File: src/design/l1_pkg.sv
////////////////////////////////////////////////////////////////////////////
// Shared types of the L1 load-data array.
// Address widths, the request address union,
// the stored line and the lookup response.
////////////////////////////////////////////////////////////////////////////

package l1_pkg;

	// Word address of a request.
	localparam int ADDR_W = 16;
	localparam int IDX_W  = 6;               // 64 sets.
	localparam int TAG_W  = ADDR_W - IDX_W;  // 10 bits.
	localparam int DATA_W = 32;

	// Tag on top, set index below.
	typedef struct packed {
		logic [TAG_W-1:0] tag;
		logic [IDX_W-1:0] idx;
	} l1_addr_fields_t;

	// Request address, as a flat word or split into fields.
	typedef union packed {
		logic [ADDR_W-1:0] word;  // Raw word address.
		l1_addr_fields_t   fld;   // Tag and index view.
	} l1_addr_u;

	// One entry of a way, 43 bits.
	typedef struct packed {
		logic              valid;
		logic [TAG_W-1:0]  tag;
		logic [DATA_W-1:0] data;
	} l1_line_t;

	// Lookup result at the top, 33 bits.
	typedef struct packed {
		logic              hit;   // Some way matched.
		logic [DATA_W-1:0] data;  // Zero on a miss.
	} l1_rsp_t;

endpackage

File: src/design/l1_req_decode.sv
////////////////////////////////////////////////////////////////////////////
// Request decoder of the L1 load-data array.
// Splits the address, keeps the round-robin victim
// pointer and drives the enables of all ways.
////////////////////////////////////////////////////////////////////////////

module l1_req_decode #(
	parameter int WAYS = 4
) (
	input  logic                      CLK,
	input  logic                      RST_N,
	input  logic                      ready,
	input  logic                      req,
	input  logic                      fill,
	input  l1_pkg::l1_addr_u          addr,
	input  logic [l1_pkg::DATA_W-1:0] wdata,
	output logic [WAYS-1:0]           way_en,
	output logic [WAYS-1:0]           way_we,
	output logic [l1_pkg::IDX_W-1:0]  way_idx,
	output l1_pkg::l1_line_t          way_wline,
	output logic [l1_pkg::TAG_W-1:0]  lkp_tag,
	output logic                      lkp_go
);

	import l1_pkg::*;

	localparam int PTR_W = (WAYS > 1) ? $clog2(WAYS) : 1;

	l1_addr_fields_t  fld;         // Field view of the address.
	logic             acc;         // Request taken.
	logic             do_fill;
	logic             do_lkp;
	logic [PTR_W-1:0] vic_ptr;     // Round-robin victim.
	logic [WAYS-1:0]  vic_onehot;

	assign fld     = addr.fld;
	assign acc     = req && ready;  // Ignored until the clear is done.
	assign do_fill = acc && fill;
	assign do_lkp  = acc && !fill;

	assign vic_onehot = WAYS'(1) << vic_ptr;

	// All ways read on any request, only the victim is written.
	assign way_en  = {WAYS{acc}};
	assign way_we  = do_fill ? vic_onehot : '0;
	assign way_idx = fld.idx;

	// Fill line.
	always_comb begin
		way_wline.valid = 1'b1;
		way_wline.tag   = fld.tag;
		way_wline.data  = wdata;
	end

	// Victim pointer, advances after every fill whatever the set.
	always_ff @(posedge CLK or negedge RST_N) begin
		if (!RST_N) begin
			vic_ptr <= '0;
		end else if (do_fill) begin
			vic_ptr <= (vic_ptr == PTR_W'(WAYS - 1)) ? '0 : vic_ptr + 1'b1;
		end
	end

	// Lookup strobe, lines up with the RAM output.
	always_ff @(posedge CLK or negedge RST_N) begin
		if (!RST_N) begin
			lkp_go <= 1'b0;
		end else begin
			lkp_go <= do_lkp;
		end
	end

	always_ff @(posedge CLK) begin
		if (do_lkp) begin
			lkp_tag <= fld.tag;  // Tag to compare next cycle.
		end
	end

	// Caller waits for the ways to finish clearing.
	a_req_when_ready: assert property (@(posedge CLK) disable iff (!RST_N)
		req |-> ready);

endmodule

File: config.mk
export PLATFORM = sky130hd
export DESIGN_NAME = l1_req_decode
export DESIGN_NICKNAME = d
export VERILOG_FILES = /design/src/design/l1_pkg.sv /design/src/design/l1_req_decode.sv
export SDC_FILE = /design/constraint.sdc
export NUM_CORES = 1
export LEC_CHECK = 0
export BUFFER_PORTS_ARGS = -buffer_cell sky130_fd_sc_hd__buf_2
export CAP_MARGIN = 20
export CORE_MARGIN = 2
export CORE_UTILIZATION = 31
export CTS_CLUSTER_DIAMETER = 150
export CTS_CLUSTER_SIZE = 10
export DETAILED_ROUTE_END_ITERATION = 10
export HOLD_SLACK_MARGIN = 0.15
export PLACE_DENSITY = 0.79
export SLEW_MARGIN = 10
export SYNTH_ARGS = -nofsm -noshare
export SYNTH_HDL_FRONTEND = slang
export SYNTH_SLANG_ARGS = --single-unit
File: constraint.sdc
create_clock -name CLK -period 1.7 [get_ports CLK]
set_clock_uncertainty 0.2 [all_clocks]
set_input_delay 0.085 -clock CLK [delete_from_list [all_inputs] [get_ports CLK]]
set_output_delay 0.085 -clock CLK [all_outputs]
set_load 0.02 [all_outputs]
**After elaboration in Yosys (flattened, before gate mapping)**

Cells that the tools add are included.

- Register bits: 13
- Output and inout bits: 68
- Input bits: 53

- Shift operators: 1
- Mux-type cells: 2
- Equal/unequal tests: 1
- Add/sub/neg operators: 1
- Reduce and logical (&&, ||, !) cells: 4

Operators by type and width:

| kind | number |
|---|---|
| $mux 4 | 1 |
| $shl 1x2->4 const A | 1 |
| $logic_and 1x1->1 | 3 |
| $add 2x1->2 const B | 1 |
| $eq 2x2->1 const B | 1 |
| $mux 2 | 1 |
| $logic_not 1->1 | 1 |

**Depth between registers and ports, before layout**

- Depth in word-level cells: 3
- Depth in mapped cells: 3
- Gate-level depth less buffers: 3

**Worst setup path after synthesis**

Ideal clock, no wire load.

- Kind: flip-flop to flip-flop
- From: reg vic_ptr[0]
- To: reg vic_ptr[1]
- Period minus slack after synthesis: 1.293 ns
- Stages on the path, launching flop included: 4
- Path buffers: 0
- Required time: 1.375 ns
- Path slack: 0.407 ns
- Library setup time: 0.125 ns
- Arrival time: 0.967 ns
- Cells stage by stage: dfrtp_1 -> inv_1 -> ha_1 -> mux2_4

- Word-level cells in the longest chain between the ends: 2
- Elaborated cells between the ends (all ways): 3
- Classes of those cells: add/sub (1); eq/ne (1); mux (1)

Ends and longest elaborated chain:

| element | line | text |
|---|---|---|
| start, declared | l1_req_decode.sv:33 | `logic [PTR_W-1:0] vic_ptr;` |
| start signal, assigned | l1_req_decode.sv:60 | `vic_ptr <= (vic_ptr == PTR_W'(WAYS - 1)) ? '0 : vic_ptr + 1'b1;` |
| $add 2x1->2 / $eq 2x2->1 (equally long branches) | l1_req_decode.sv:60 |  |
| $mux 2 (*) | l1_req_decode.sv:60 |  |

Mark *: on every way between the ends. The rest lies on a longest branch, timed or not.
A chain may end at the register's enable or synchronous reset.

**Final worst setup path**

- From: reg vic_ptr[0]
- To: out way_we[0]

- Word-level cells in the longest chain between the ends: 2

Ends and longest elaborated chain:

| element | line | text |
|---|---|---|
| $shl 1x2->4 | l1_req_decode.sv:41 | `assign vic_onehot = WAYS'(1) << vic_ptr;` |
| $mux 4 | l1_req_decode.sv:45 | `assign way_we = do_fill ? vic_onehot : '0;` |
| end, declared | l1_req_decode.sv:18 | `output logic [WAYS-1:0] way_we,` |

No other way between the ends.

==> results.md <==
* I/O Buffers at 43
* GP Congestion at ~0.64
* Layout fillers at approximately 240
* Tmin final at 1.589 ns
* Top cell type's share of synthesized area at 43.03%
* Met3 usage in global routing at 3.736%
* Logic pwr share at 39.8%
* Initial Util at 32.96%
* Failing checks: DRC
* Max Clk Rate at 0.6293 GHz
* Initial antenna violation count at 0
* Synth warn at 0
* NetSw at 0.3301 mW
* CTS Buf Count at 3
* Total track usage at about an eighth
* Final wirelength at around 2300 um
* GRT Max-Usage Layer: met2
* Number of global-route vias before repair at slightly below 700
* Status: complete, but fails checks
* Die height at 58.62 um
* Final Hold Violating Endpoints at 0
* Setup_tns at 0 ns
* Syn-to-layout area delta at 44.65%
* Detailed-route DRC error count at 6
* Core Area at about 2800 um^2
* Synth area leaders: buf_4 (43%), edfxtp_1 (32%), dfrtp_1 (8.1%)
* Post-synth top cells: buf_4 (53), edfxtp_1 (10), and2_2 (4), ha_1 (4), dfrtp_1 (3)
* CP Max Fanout at 5
* Reg clk slew, reported paths at roughly 0.07 ns
* Post-CTS resize count at 0
* Final max-slew violation count at 0
* Int Power at around 0.66 mW
* Cell variety after synth at 12
* HP Class: in2reg
* RSZ-0062 raised after global routing: false
* Die area at 3436 um^2
* Maximum buffer depth of the clock tree at 2
* Xor/xnor share of the synthesized area at 0%
* VDD IR-drop max at roughly 0.22 mV
* Cell with the most instances after synthesis: buf_4
* DRT iter0 DRCs at 14
* Met2 Track Usage GR at 23.76%
* Adder-cell area share of the yosys netlist at 5.413%
* Root buffer cell: clkbuf_4
* Synth Area per Inst at 11.14 um^2
* Mux contribution to synthesized area at between 3 and 4%
* Vias at 676
* Worst path arrival time at 1.30 ns
* Post-synth top area cell: buf_4
* Setup violators final at 0
* Via density at 4.199
* Cell Pwr Density at roughly 740 nW/um^2
* Layout cells sized above 1 at 41.54%
* Req. time, crit path at 1.41 ns
* Sequential Power Share at roughly 42%
* Simple-Gate Fraction of Synth Area at under 10%
* Async SR Flop Fraction at 23.08%
* Syn nets at 140
* Total leakage power at roughly 0.63 nW
* Synth Area in Compound Gates at 0%
* Largest family of logic cells by synthesized area: buffers and inverters
* Rows at 19
* First-pass GRT wire length at 3098 um
* Width of the die at 58.62 um
* Antenna viol nets, final at 0
* Register bit total from synthesis at 13
* GRT overflow at 0
* Io pins at roughly 120
* DRT Pass-1 Iters at 9
* Crit start category: register
* Mapped cell area at 924.6 um^2
* Avg WL per Cell at roughly 14 um
* Clk_lat worst skew at between 0.2 and 0.3 ns
* Number of diodes at 0
* Fin crit share at 93.48%
* Htree depth at 1
* Register area share after synthesis at about two fifths
* Commonest register cell after synthesis: edfxtp_1
* CTS sink count at 13
* CTS tree: yes
* Sw frac at 33.41%
* Crit Path Category: reg2out
* Final net count at 188
* Final Util at a little under half
* Detailed placer's ending HPWL at between 1000 and 1500 um
* Largest net degree at the start of global routing at 12
* Critical path endpoint category: output port
* Clock power share at approximately 18%
* Max-cap viol count at 0
* Count of flip-flops with a built-in enable after synthesis at 10
* Post-Synthesis Cells at 83
* Met1 usage at a little under an eighth
final cells by class:
type,instances,area (um^2),share of cell area (%)
multi-input cells,15,143.9,10.76
clock buffers,4,26.28,1.964
inverters,2,7.507,0.5613
well taps,31,38.79,2.900
flip-flops and latches,13,375.4,28.06
repair buffers,96,745.7,55.75
power by group through the flow:
| stage | clock network [mW] | logic [mW] | registers [mW] |
|---|---|---|---|
| detailed placement | 0 | 0.229 | 0.425 |
| floorplan | 0 | 0.293 | 0.430 |
| CTS | 0.184 | 0.395 | 0.419 |
| global route | 0.205 | 0.427 | 0.423 |
| global placement | 0 | 0.215 | 0.416 |
| finish | 0.177 | 0.393 | 0.418 |
routing by layer:
layer  up-vias  part of all wire (%)
li1        300                     -
met3         0                    12
met2        68                    55
met1       308                    32
met5         -                     0
met4         0                     0
kinds of logic after synthesis:
logic type	Yosys count
buffers and inverters	55
flip-flops	13
AND/OR/NAND/NOR	8
adder cells (fa/ha/maj)	4
multiplexers	2
other	1
critical path, cell delays in order, from the launching register on:
cell and delay, ns:
dfrtp_1 0.43, inv_1 0.10, ha_1 0.21, and2_2 0.16, buf_2 0.15
metrics by stage:
| stage | std cells | instance area, um^2 | total power, mW | hold WS, ns | setup WS, ns |
|---|---|---|---|---|---|
| 6_report | 161 | 1338 | 0.9879 | 0.3472 | 0.1108 |
| 5_1_grt | 161 | 1338 | 1.054 | 0.3315 | 0.02651 |
| 4_1_cts | 161 | 1338 | 0.9982 | 0.3303 | 0.09582 |
| 3_5_place_dp | 104 | 780.7 | 0.6538 | -0.3173 | 0.3369 |
| 3_3_place_gp | 104 | 780.7 | 0.6307 | -0.3149 | 0.3931 |
| 2_1_floorplan | 83 | 924.6 | 0.7228 | -0.4106 | 0.4075 |
flip-flops by register name, indices dropped and copies added (netlist names):
register  cells
lkp_tag      10
vic_ptr       2
lkp_go        1
final timing paths:
| check | slack (ns) | cells past startpoint | to | start |
|---|---|---|---|---|
| min | 0.35 | 2 | lkp_tag[7] | addr[13] |
| max reg2reg | 0.32 | 3 | vic_ptr[1] | vic_ptr[0] |
| min reg2reg | 0.41 | 1 | vic_ptr[1] | vic_ptr[1] |
| min in group asynchronous | 0.48 | 3 | lkp_go | RST_N |
| max in group asynchronous | 0.68 | 3 | vic_ptr[0] | RST_N |
| max | 0.11 | 4 | way_we[0] | vic_ptr[0] |
cells in the final DEF, fill, tap and decap left out, drive strengths merged:
cell,count
dlygate4sd3,53
buf,43
edfxtp,10
inv,2
and2b,1
dfrtp,3
and2,5
mux2,2
conb,1
ha,4
clkbuf,4
nor2,1
and3,1
repair_timing:
item / CTS / global route
setup buffers: 0 / 0
hold buffers: 53 / 0
endpoints found under the hold margin: 54 / 0
Power figures use the tool's default switching activity.
