$ cat src/design/l1_pkg.sv
////////////////////////////////////////////////////////////////////////////
// Shared types of the L1 load-data array.
// Address widths, the request address union,
// the stored line and the lookup response.
////////////////////////////////////////////////////////////////////////////

package l1_pkg;

	// Word address of a request.
	localparam int ADDR_W = 16;
	localparam int IDX_W  = 6;               // 64 sets.
	localparam int TAG_W  = ADDR_W - IDX_W;  // 10 bits.
	localparam int DATA_W = 32;

	// Tag on top, set index below.
	typedef struct packed {
		logic [TAG_W-1:0] tag;
		logic [IDX_W-1:0] idx;
	} l1_addr_fields_t;

	// Request address, as a flat word or split into fields.
	typedef union packed {
		logic [ADDR_W-1:0] word;  // Raw word address.
		l1_addr_fields_t   fld;   // Tag and index view.
	} l1_addr_u;

	// One entry of a way, 43 bits.
	typedef struct packed {
		logic              valid;
		logic [TAG_W-1:0]  tag;
		logic [DATA_W-1:0] data;
	} l1_line_t;

	// Lookup result at the top, 33 bits.
	typedef struct packed {
		logic              hit;   // Some way matched.
		logic [DATA_W-1:0] data;  // Zero on a miss.
	} l1_rsp_t;

endpackage

$ cat src/design/l1_way_select.sv
////////////////////////////////////////////////////////////////////////////
// Way selector of the L1 load-data array.
// Tag compare over all ways, hit data select
// and the registered lookup response.
////////////////////////////////////////////////////////////////////////////

module l1_way_select #(
	parameter int WAYS = 4
) (
	input  logic                             CLK,
	input  logic                             RST_N,
	input  l1_pkg::l1_line_t [WAYS-1:0]      way_rline,
	input  logic [l1_pkg::TAG_W-1:0]         lkp_tag,
	input  logic                             lkp_go,
	output logic                             rsp_valid,
	output l1_pkg::l1_rsp_t                  rsp
);

	import l1_pkg::*;

	logic [WAYS-1:0]   way_hit;   // Per way match.
	logic [DATA_W-1:0] hit_data;
	l1_rsp_t           rsp_d;     // Next response.

	// Valid and tag match per way, OR of the hitting data.
	always_comb begin
		hit_data = '0;
		for (int w = 0; w < WAYS; w++) begin
			way_hit[w] = way_rline[w].valid && (way_rline[w].tag == lkp_tag);
			hit_data   = hit_data | ({DATA_W{way_hit[w]}} & way_rline[w].data);
		end
		rsp_d.hit  = |way_hit;
		rsp_d.data = hit_data;  // Zero on a miss.
	end

	// Response register.
	always_ff @(posedge CLK or negedge RST_N) begin
		if (!RST_N) begin
			rsp_valid <= 1'b0;
			rsp       <= '0;
		end else begin
			rsp_valid <= lkp_go;  // One cycle strobe per lookup.
			if (lkp_go) begin
				rsp <= rsp_d;
			end
		end
	end

	// A tag lives in at most one way of a set.
	// Two hits mean an address was filled twice.
	a_one_hit: assert property (@(posedge CLK) disable iff (!RST_N)
		lkp_go |-> $onehot0(way_hit));

endmodule

$ cat config.mk
export PLATFORM = sky130hd
export DESIGN_NAME = l1_way_select
export DESIGN_NICKNAME = d
export VERILOG_FILES = /design/src/design/l1_pkg.sv /design/src/design/l1_way_select.sv
export SDC_FILE = /design/constraint.sdc
export NUM_CORES = 1
export LEC_CHECK = 0
export ABC_AREA = 1
export BUFFER_PORTS_ARGS = -buffer_cell sky130_fd_sc_hd__buf_2
export CORE_ASPECT_RATIO = 1.2
export CORE_MARGIN = 5
export CORE_UTILIZATION = 35
export CTS_CLUSTER_DIAMETER = 80
export DETAILED_ROUTE_END_ITERATION = 16
export PLACE_DENSITY = 0.72
export SYNTH_ARGS = -nofsm -noshare
export SYNTH_HDL_FRONTEND = slang
export SYNTH_SLANG_ARGS = --single-unit
$ cat constraint.sdc
create_clock -name CLK -period 0.8 [get_ports CLK]
set_input_delay 0.12 -clock CLK [delete_from_list [all_inputs] [get_ports CLK]]
set_output_delay 0.12 -clock CLK [all_outputs]
set_load 0.005 [all_outputs]
# Yosys cells after proc, flatten, opt, wreduce, memory -nomap -nowiden
# Index checks and enable logic that the tools add are counted.
# totals
wordCells	19
in_bits	185
regBits	34
output_inout_bits	34
# op_classes
n_eq_ne	4
n_bitwise	7
reduce_logical	5
# ops
cell	count
$and 32x32->32	4
$or 32x32->32	3
$eq 10x10->1	4
$logic_and 1x1->1	4
$reduce_or 4->1	1

# Logic depth before layout (Yosys ltp)
# Gate-level depths: netlist of run 1.
# depth
ltp_word	6
ltp_mapped	11
mapped_depth_nobuf	10

# Least setup slack after synthesis of run 1
# No wires, ideal clock.
# synth_path
path_type	input-to-reg
from	input lkp_tag[8] (netlist bit)
to	register rsp[10] (netlist bit)
n_path_buf	2
cell_stages	8
arrival_ns	1.118
setup_ns	0.071
t_required_ns	0.729
setup_slack_ns	-0.390
cell_sequence	buf_6 > xor2_1 > nor3_4 > buf_4 > nand3_1 > nand3_1 > nor2_1 > nor2_1
# synth_between
elab_chain_cells	6
elab_cells_between_ends	15
cone_classes	eq/ne: 4; bitwise: 7; reduce/logical: 4
# synth_rtl
element	line_no	source
from (decl)	l1_way_select.sv:13	input logic [l1_pkg::TAG_W-1:0] lkp_tag,
$eq 10x10->1	l1_way_select.sv:29	way_hit[w] = way_rline[w].valid && (way_rline[w].tag == lkp_tag);
$logic_and 1x1->1	l1_way_select.sv:29	
$and 32x32->32	l1_way_select.sv:30	hit_data = hit_data | ({DATA_W{way_hit[w]}} & way_rline[w].data);
$or 32x32->32 (2 in a row)	l1_way_select.sv:30	
$or 32x32->32 (*)	l1_way_select.sv:30	
to (signal assigned)	l1_way_select.sv:44	rsp <= rsp_d;
to (decl)	l1_way_select.sv:16	output l1_pkg::l1_rsp_t rsp
# Mark *: on every way between the ends. The rest lies on a longest branch, timed or not.
# A chain may end at the register's enable or synchronous reset.

# Worst setup path after layout of run 1
# layout_path
from	input way_rline[80] (netlist bit)
to	register rsp[2] (netlist bit)
# layout_between
elab_chain_cells	6
# layout_rtl
element	line_no	source
from (decl)	l1_way_select.sv:12	input l1_pkg::l1_line_t [WAYS-1:0] way_rline,
$eq 10x10->1	l1_way_select.sv:29	
$logic_and 1x1->1	l1_way_select.sv:29	
$and 32x32->32	l1_way_select.sv:30	
$or 32x32->32 (3 in a row)	l1_way_select.sv:30	
# Every way passes these cells.

==> results.sh, run 1 <==
export IMPL_peakVddDrop_v=0.000590
export IMPL_synth_seq_cells=34
export IMPL_ys_seq_area_frac=0.259
export IMPL_place_ws_ns=-0.706
export IMPL_initial_core_util=0.359
export IMPL_fill_cells=804
export IMPL_cts_max_path_buffers=2
export IMPL_max_freq_mhz=890
export IMPL_gp_congestion=0.913
export IMPL_p_leak_nw=3.15
export IMPL_antenna_found_initial=0
export IMPL_met1_usage=0.273
export IMPL_clock_skew_ns=0
export IMPL_drtPass1Iterations=4
export IMPL_synth_distinct_cells=21
export IMPL_multi_input_area_sq_um=2520
export IMPL_rsz0062_at_grt="true"
export IMPL_die_w_microns=98.4
export IMPL_register_area_sq_um=851
export IMPL_crit_path_end_kind="flop"
export IMPL_r2r_cells=4
export IMPL_setup_violations=67
export IMPL_worst_path_max_fanout=8
export IMPL_use_met3=0.0572
export IMPL_postRouteAntennaNets=0
export IMPL_cts_buffers=5
export IMPL_max_cap_violations=0
export IMPL_arrival_ns=1.33
export IMPL_hold_violations=0
export IMPL_vias=4665
export IMPL_cts_sinks=34
export IMPL_placed_area_sq_um=4540
export IMPL_required_ns=1.01
export IMPL_grt_pass1_wl_microns=22900
export IMPL_cts_tree="yes"
export IMPL_die_h_microns=116
export IMPL_port_buffer_count=218
export IMPL_drt_iter0_drc=272
export IMPL_crit_type="input port to flop"
export IMPL_htree_levels=2
export IMPL_ios=219
export IMPL_reg2reg_slack_ns=-0.06
export IMPL_startpoint_type="input port"
export IMPL_clk_latency_ns=0.27
export IMPL_yosys_warnings=0
export IMPL_dpl_hpwl_microns=10000
export IMPL_tightest_slew_ns=0.309
export IMPL_top_usage_layer="met2"
export IMPL_r2r_start="rsp[18]"
export IMPL_avgSynthCellArea_sq_um=6.23
export IMPL_viasPerCell=5.18
export IMPL_drc=0
export IMPL_max_slew_margin=0.793
export IMPL_synthCells=527
export IMPL_synth_nets=712
export IMPL_violations="setup timing"
export IMPL_timing_setup_tns_ns=-13.55
export IMPL_fin_crit_ns=1.12
export IMPL_grt_total_usage=0.250
export IMPL_outcome="finished, violations left"
export IMPL_overflow=0
export IMPL_hold_class="input port to flop"
export IMPL_row_count=38
export IMPL_cp_startpoint="way_rline[80]"
export IMPL_grt_util_met2=0.457
export IMPL_drive_above_1_share=0.531
export IMPL_synth_cell_area_sq_um=3280
export IMPL_wl_microns=15500
export IMPL_grt_pass1_vias=4797
export IMPL_dieArea_sq_um=11400
export IMPL_num_antenna_cells=0
export IMPL_worst_slack_ns=-0.324
export IMPL_nets=965
export IMPL_root_buffer="clkbuf_8"
export IMPL_grt_max_degree=38
export IMPL_wl_per_cell_microns=17.2
export IMPL_timing_rr_end="rsp[18]"
export IMPL_clkTransAtPathRegs_ns=0.07
export IMPL_syn_to_final_growth_pct=79.1
export IMPL_fin_crit_sh=1.40
export IMPL_final_area_sq_um=5880
export IMPL_endpoint="rsp[2]"
export IMPL_powerDensity_nw_per_um2=900
export IMPL_coreArea_sq_um=9130
export IMPL_maxSlewViolCount=0
## cell usage in the layout, fill, tap and decap left out
cell type,count
inv_8,1
or2_0,1
buf_8,6
buf_6,17
nand2_2,14
nor2_2,3
nor3_4,2
nand3_2,83
clkbuf_16,2
buf_4,23
nand2_4,4
nor2_4,7
buf_12,18
xor2_1,4
clkbuf_8,6
xor2_4,1
inv_6,1
nand3_1,76
xor2_2,1
inv_2,4
clkbuf_1,1
nand3_4,5
inv_1,27
nor2_1,115
inv_4,3
xnor2_1,4
clkinv_2,1
buf_2,203
o21ai_1,1
o21ai_2,2
dlygate4sd3_1,1
buf_16,8
dfrtp_1,34
nand2_1,102
## cell usage after synthesis
master | count | area (sq um)
clkbuf_1 | 1 | 3.75
nand3_2 | 15 | 150
buf_4 | 5 | 37.5
dlygate4sd1_1 | 5 | 43.8
buf_6 | 12 | 135
nor3_2 | 1 | 10.0
inv_1 | 29 | 109
buf_2 | 4 | 20.0
dfrtp_1 | 34 | 851
nor2_1 | 119 | 447
nor3_4 | 1 | 16.3
xnor2_1 | 4 | 35.0
or2_0 | 1 | 6.26
inv_2 | 7 | 26.3
nand3_1 | 149 | 746
nand2_1 | 120 | 450
xor2_1 | 6 | 52.6
clkbuf_8 | 5 | 68.8
nor2_2 | 2 | 12.5
o21ai_0 | 3 | 15.0
nor2_4 | 4 | 45.0
## registers in the layout (all words and copies together) (netlist names)
register and count:
rsp_valid 1, rsp 33
## layer usage
metal  wire, microns  share of wire  vias up
met5               0              0        -
met4             573          0.037        0
met3            1280          0.082       49
met2            8200           0.53      245
met1            5480           0.35     2169
li1                -              -     2202
## cells by family (layout without fill, tap and decap cells)
family,after synthesis,in the layout,synth area share
flip-flops,34,34,0.259
AND/OR/NAND/NOR,412,412,0.574
AO/OA/AOI/OAI,3,3,0.00458
XOR/XNOR,10,10,0.0267
buffers and inverters,68,322,0.135
## through the flow
stage           util  power, mW  cells  hold WS, ns
6_report       0.644       5.29    901        0.178
5_1_grt        0.644       5.59    901        0.199
4_1_cts        0.596       5.15    888        0.172
3_5_place_dp   0.498       3.54    853       0.0945
3_3_place_gp   0.498       3.51    853       0.0919
2_1_floorplan      -       2.62    527       -0.176
## power by group
group / internal [mW] / total [mW] / switching [mW] / leakage, nW
logic: 1.02 / 2.08 / 1.06 / 2.68
registers: 1.84 / 1.90 / 0.0660 / 0.424
clock network: 0.694 / 1.30 / 0.609 / 0.0482
## repair_timing
action,CTS,global route
pin swaps,32,34
buffers inserted,19,11
endpoints found under the setup margin,67,67
resized for setup,103,70
hold buffers,1,0
endpoints found under the hold margin,34,0
gates cloned,9,3
## how the worst min path moves through the flow
| stage | start | end | slack (ns) | cells after the start |
|---|---|---|---|---|
| 2_1_floorplan | RST_N | rsp[0] | -0.18 | 0 |
| 3_3_place_gp | RST_N | rsp[2] | 0.09 | 2 |
| 3_5_place_dp | RST_N | rsp[4] | 0.09 | 2 |
| 4_1_cts | way_rline[65] | rsp[22] | 0.17 | 5 |
| 5_1_grt | way_rline[57] | rsp[14] | 0.20 | 5 |
| 6_report | way_rline[65] | rsp[22] | 0.18 | 5 |
## worst max-delay path, stage by stage
cell	delay (ns)
buf_2	0.09
inv_1	0.03
nand2_1	0.07
nand2_2	0.05
nor2_2	0.14
nand2_2	0.08
nor2_4	0.23
clkbuf_16	0.24
nand3_2	0.07
nand2_2	0.05
nor2_1	0.04
nor2_1	0.10
## final cells by class
type / instances / area share
Clock inverter: 1 / 0.000852
Clock buffer: 7 / 0.0147
Sequential cell: 34 / 0.145
Timing Repair Buffer: 278 / 0.359
Inverter: 36 / 0.0264
Multi-Input combinational cell: 425 / 0.429
Tap cell: 120 / 0.0255
Note: power is estimated with default switching activity, not from simulation.
==> run 2, diff against run 1 <==
- SKIP_LAST_GASP: unset -> 1
==> results.sh, run 2 (synthesized netlist as in run 1, its figures left out) <==
export IMPL_combPwrFrac=0.393
export IMPL_netSwitchingFraction=0.328
export IMPL_required_ns=1.01
export IMPL_row_count=38
export IMPL_ios=219
export IMPL_grt_util_met2=0.456
export IMPL_grt_pass1_vias=4787
export IMPL_intPower_mw=3.55
export IMPL_final_area_sq_um=5800
export IMPL_root_buffer="clkbuf_8"
export IMPL_use_met3=0.0584
export IMPL_postRouteAntennaNets=0
export IMPL_rsz0062_at_grt="true"
export IMPL_cts_buffers=5
export IMPL_cts_sinks=34
export IMPL_placed_area_sq_um=4540
export IMPL_violations="setup timing"
export IMPL_p_leak_nw=3.09
export IMPL_final_core_util=0.635
export IMPL_cts_tree="yes"
export IMPL_maxSlewViolCount=0
export IMPL_p_sw_mw=1.73
export IMPL_port_buffer_count=218
export IMPL_setup_violations=67
export IMPL_clock_skew_ns=0
export IMPL_slowest_delay_ns=0.26
export IMPL_top_register="rsp"
export IMPL_drive_above_1_share=0.512
export IMPL_drt_iter0_drc=289
export IMPL_largest_reg_flops=33
export IMPL_syn_to_final_growth_pct=76.7
export IMPL_final_cell_mix="201 x buf_2, 113 x nor2_1, 99 x nand2_1"
export IMPL_wl_microns=15500
export IMPL_cts_max_path_buffers=2
export IMPL_vias=4680
export IMPL_die_w_microns=98.4
export IMPL_p_clk_frac=0.247
export IMPL_reg2reg_slack_ns=-0.06
export IMPL_dieArea_sq_um=11400
export IMPL_peakVddDrop_v=0.000583
export IMPL_overflow=0
export IMPL_met1_usage=0.273
export IMPL_arrival_ns=1.35
export IMPL_crit_type="input port to flop"
export IMPL_crit_chain="buf_8, nand2_1, nand2_2, nor2_4, nand2_2, nor2_4, clkbuf_16, nand3_2, nand2_1, nor2_1, nor2_1"
export IMPL_max_cap_violations=0
export IMPL_hold_slack_ns=0.177
export IMPL_wl_per_cell_microns=17.3
export IMPL_nets=964
export IMPL_startpoint_type="input port"
export IMPL_worst_path_max_fanout=8
export IMPL_coreArea_sq_um=9130
export IMPL_htree_levels=2
export IMPL_outcome="finished, violations left"
export IMPL_grt_total_usage=0.249
export IMPL_grt_pass1_wl_microns=22900
export IMPL_largestRegisters="rsp (33), rsp_valid (1)"
export IMPL_drtPass1Iterations=5
export IMPL_place_ws_ns=-0.706
export IMPL_fin_crit_sh=1.43
export IMPL_gp_congestion=0.913
export IMPL_initial_core_util=0.359
export IMPL_fin_crit_ns=1.15
export IMPL_max_slew_margin=0.792
export IMPL_antenna_found_initial=0
export IMPL_grt_max_degree=38
export IMPL_max_freq_mhz=872
export IMPL_top_usage_layer="met2"
export IMPL_worst_slack_ns=-0.347
export IMPL_hold_class="input port to flop"
export IMPL_clkTransAtPathRegs_ns=0.07
export IMPL_num_antenna_cells=0
export IMPL_clk_latency_ns=0.27
export IMPL_cpMaxStageDelayCell="nor2_4"
export IMPL_crit_path_end_kind="flop"
export IMPL_hold_violations=0
export IMPL_viasPerCell=5.20
export IMPL_powerDensity_nw_per_um2=911
export IMPL_final_common_cell="buf_2"
export IMPL_tightest_slew_ns=0.311
export IMPL_die_h_microns=116
export IMPL_timing_setup_tns_ns=-13.99
export IMPL_drc=0
export IMPL_pwr_share_seq=0.360
export IMPL_dpl_hpwl_microns=10000
==> run 2: changes by cell type in the layout (fill, tap and decap cells not counted), sizes merged <==
cell / change
buf: -1
==> run 2: path summary, 6_finish.rpt <==
path | startpoint | to | cells past startpoint
setup / recovery | lkp_tag[7] | rsp[7] | 11
hold / removal | way_rline[65] | rsp[22] | 5
setup reg to reg | rsp[18] | rsp[18] | 4
hold reg to reg | rsp[15] | rsp[15] | 2
max in group asynchronous | RST_N | rsp[9] | 3
min in group asynchronous | RST_N | rsp[1] | 3
==> run 2: stage by stage <==
step,power [mW],std cells
finish,5.28,900
CTS,5.15,888
global placement,3.51,853
global route,5.59,900
detailed placement,3.54,853
floorplan,2.62,527
==> run 2: layout make-up <==
type / count / area [sq um]
Clock buffer: 7 / 86.3
Timing Repair Buffer: 277 / 2110
Multi-Input combinational cell: 425 / 2440
Inverter: 36 / 158
Sequential cell: 34 / 851
Fill cell: 818 / 3330
Clock inverter: 1 / 5.00
Tap cell: 120 / 150
==> run 2: power groups by stage <==
stage                     logic, mW  clock network (mW)  registers [mW]
final                          2.08                1.30            1.90
after global routing           2.25                1.42            1.91
after CTS                      1.91                1.34            1.90
after detailed placement       1.61                   0            1.93
after global placement         1.58                   0            1.93
after floorplan               0.682                   0            1.94
==> run 2: metal layers <==
metal,vias to the layer above,part of all wire
met3,49,0.079
li1,2195,-
met5,-,0
met4,0,0.037
met2,238,0.52
met1,2198,0.36
==> run 2: worst max-delay path: cells and delay by family <==
kind                   cells  cell delay (ns)
and+or+nand+nor            9             0.88
buffers and inverters      2             0.34
==> run 2: repair_timing <==
item	in CTS	in global routing
cloned	9	3
setup buffers	19	10
hold buffers	1	0
setup endpoints to repair	67	67
pin swaps	32	32
hold endpoints to repair	34	0
resized for setup	94	69
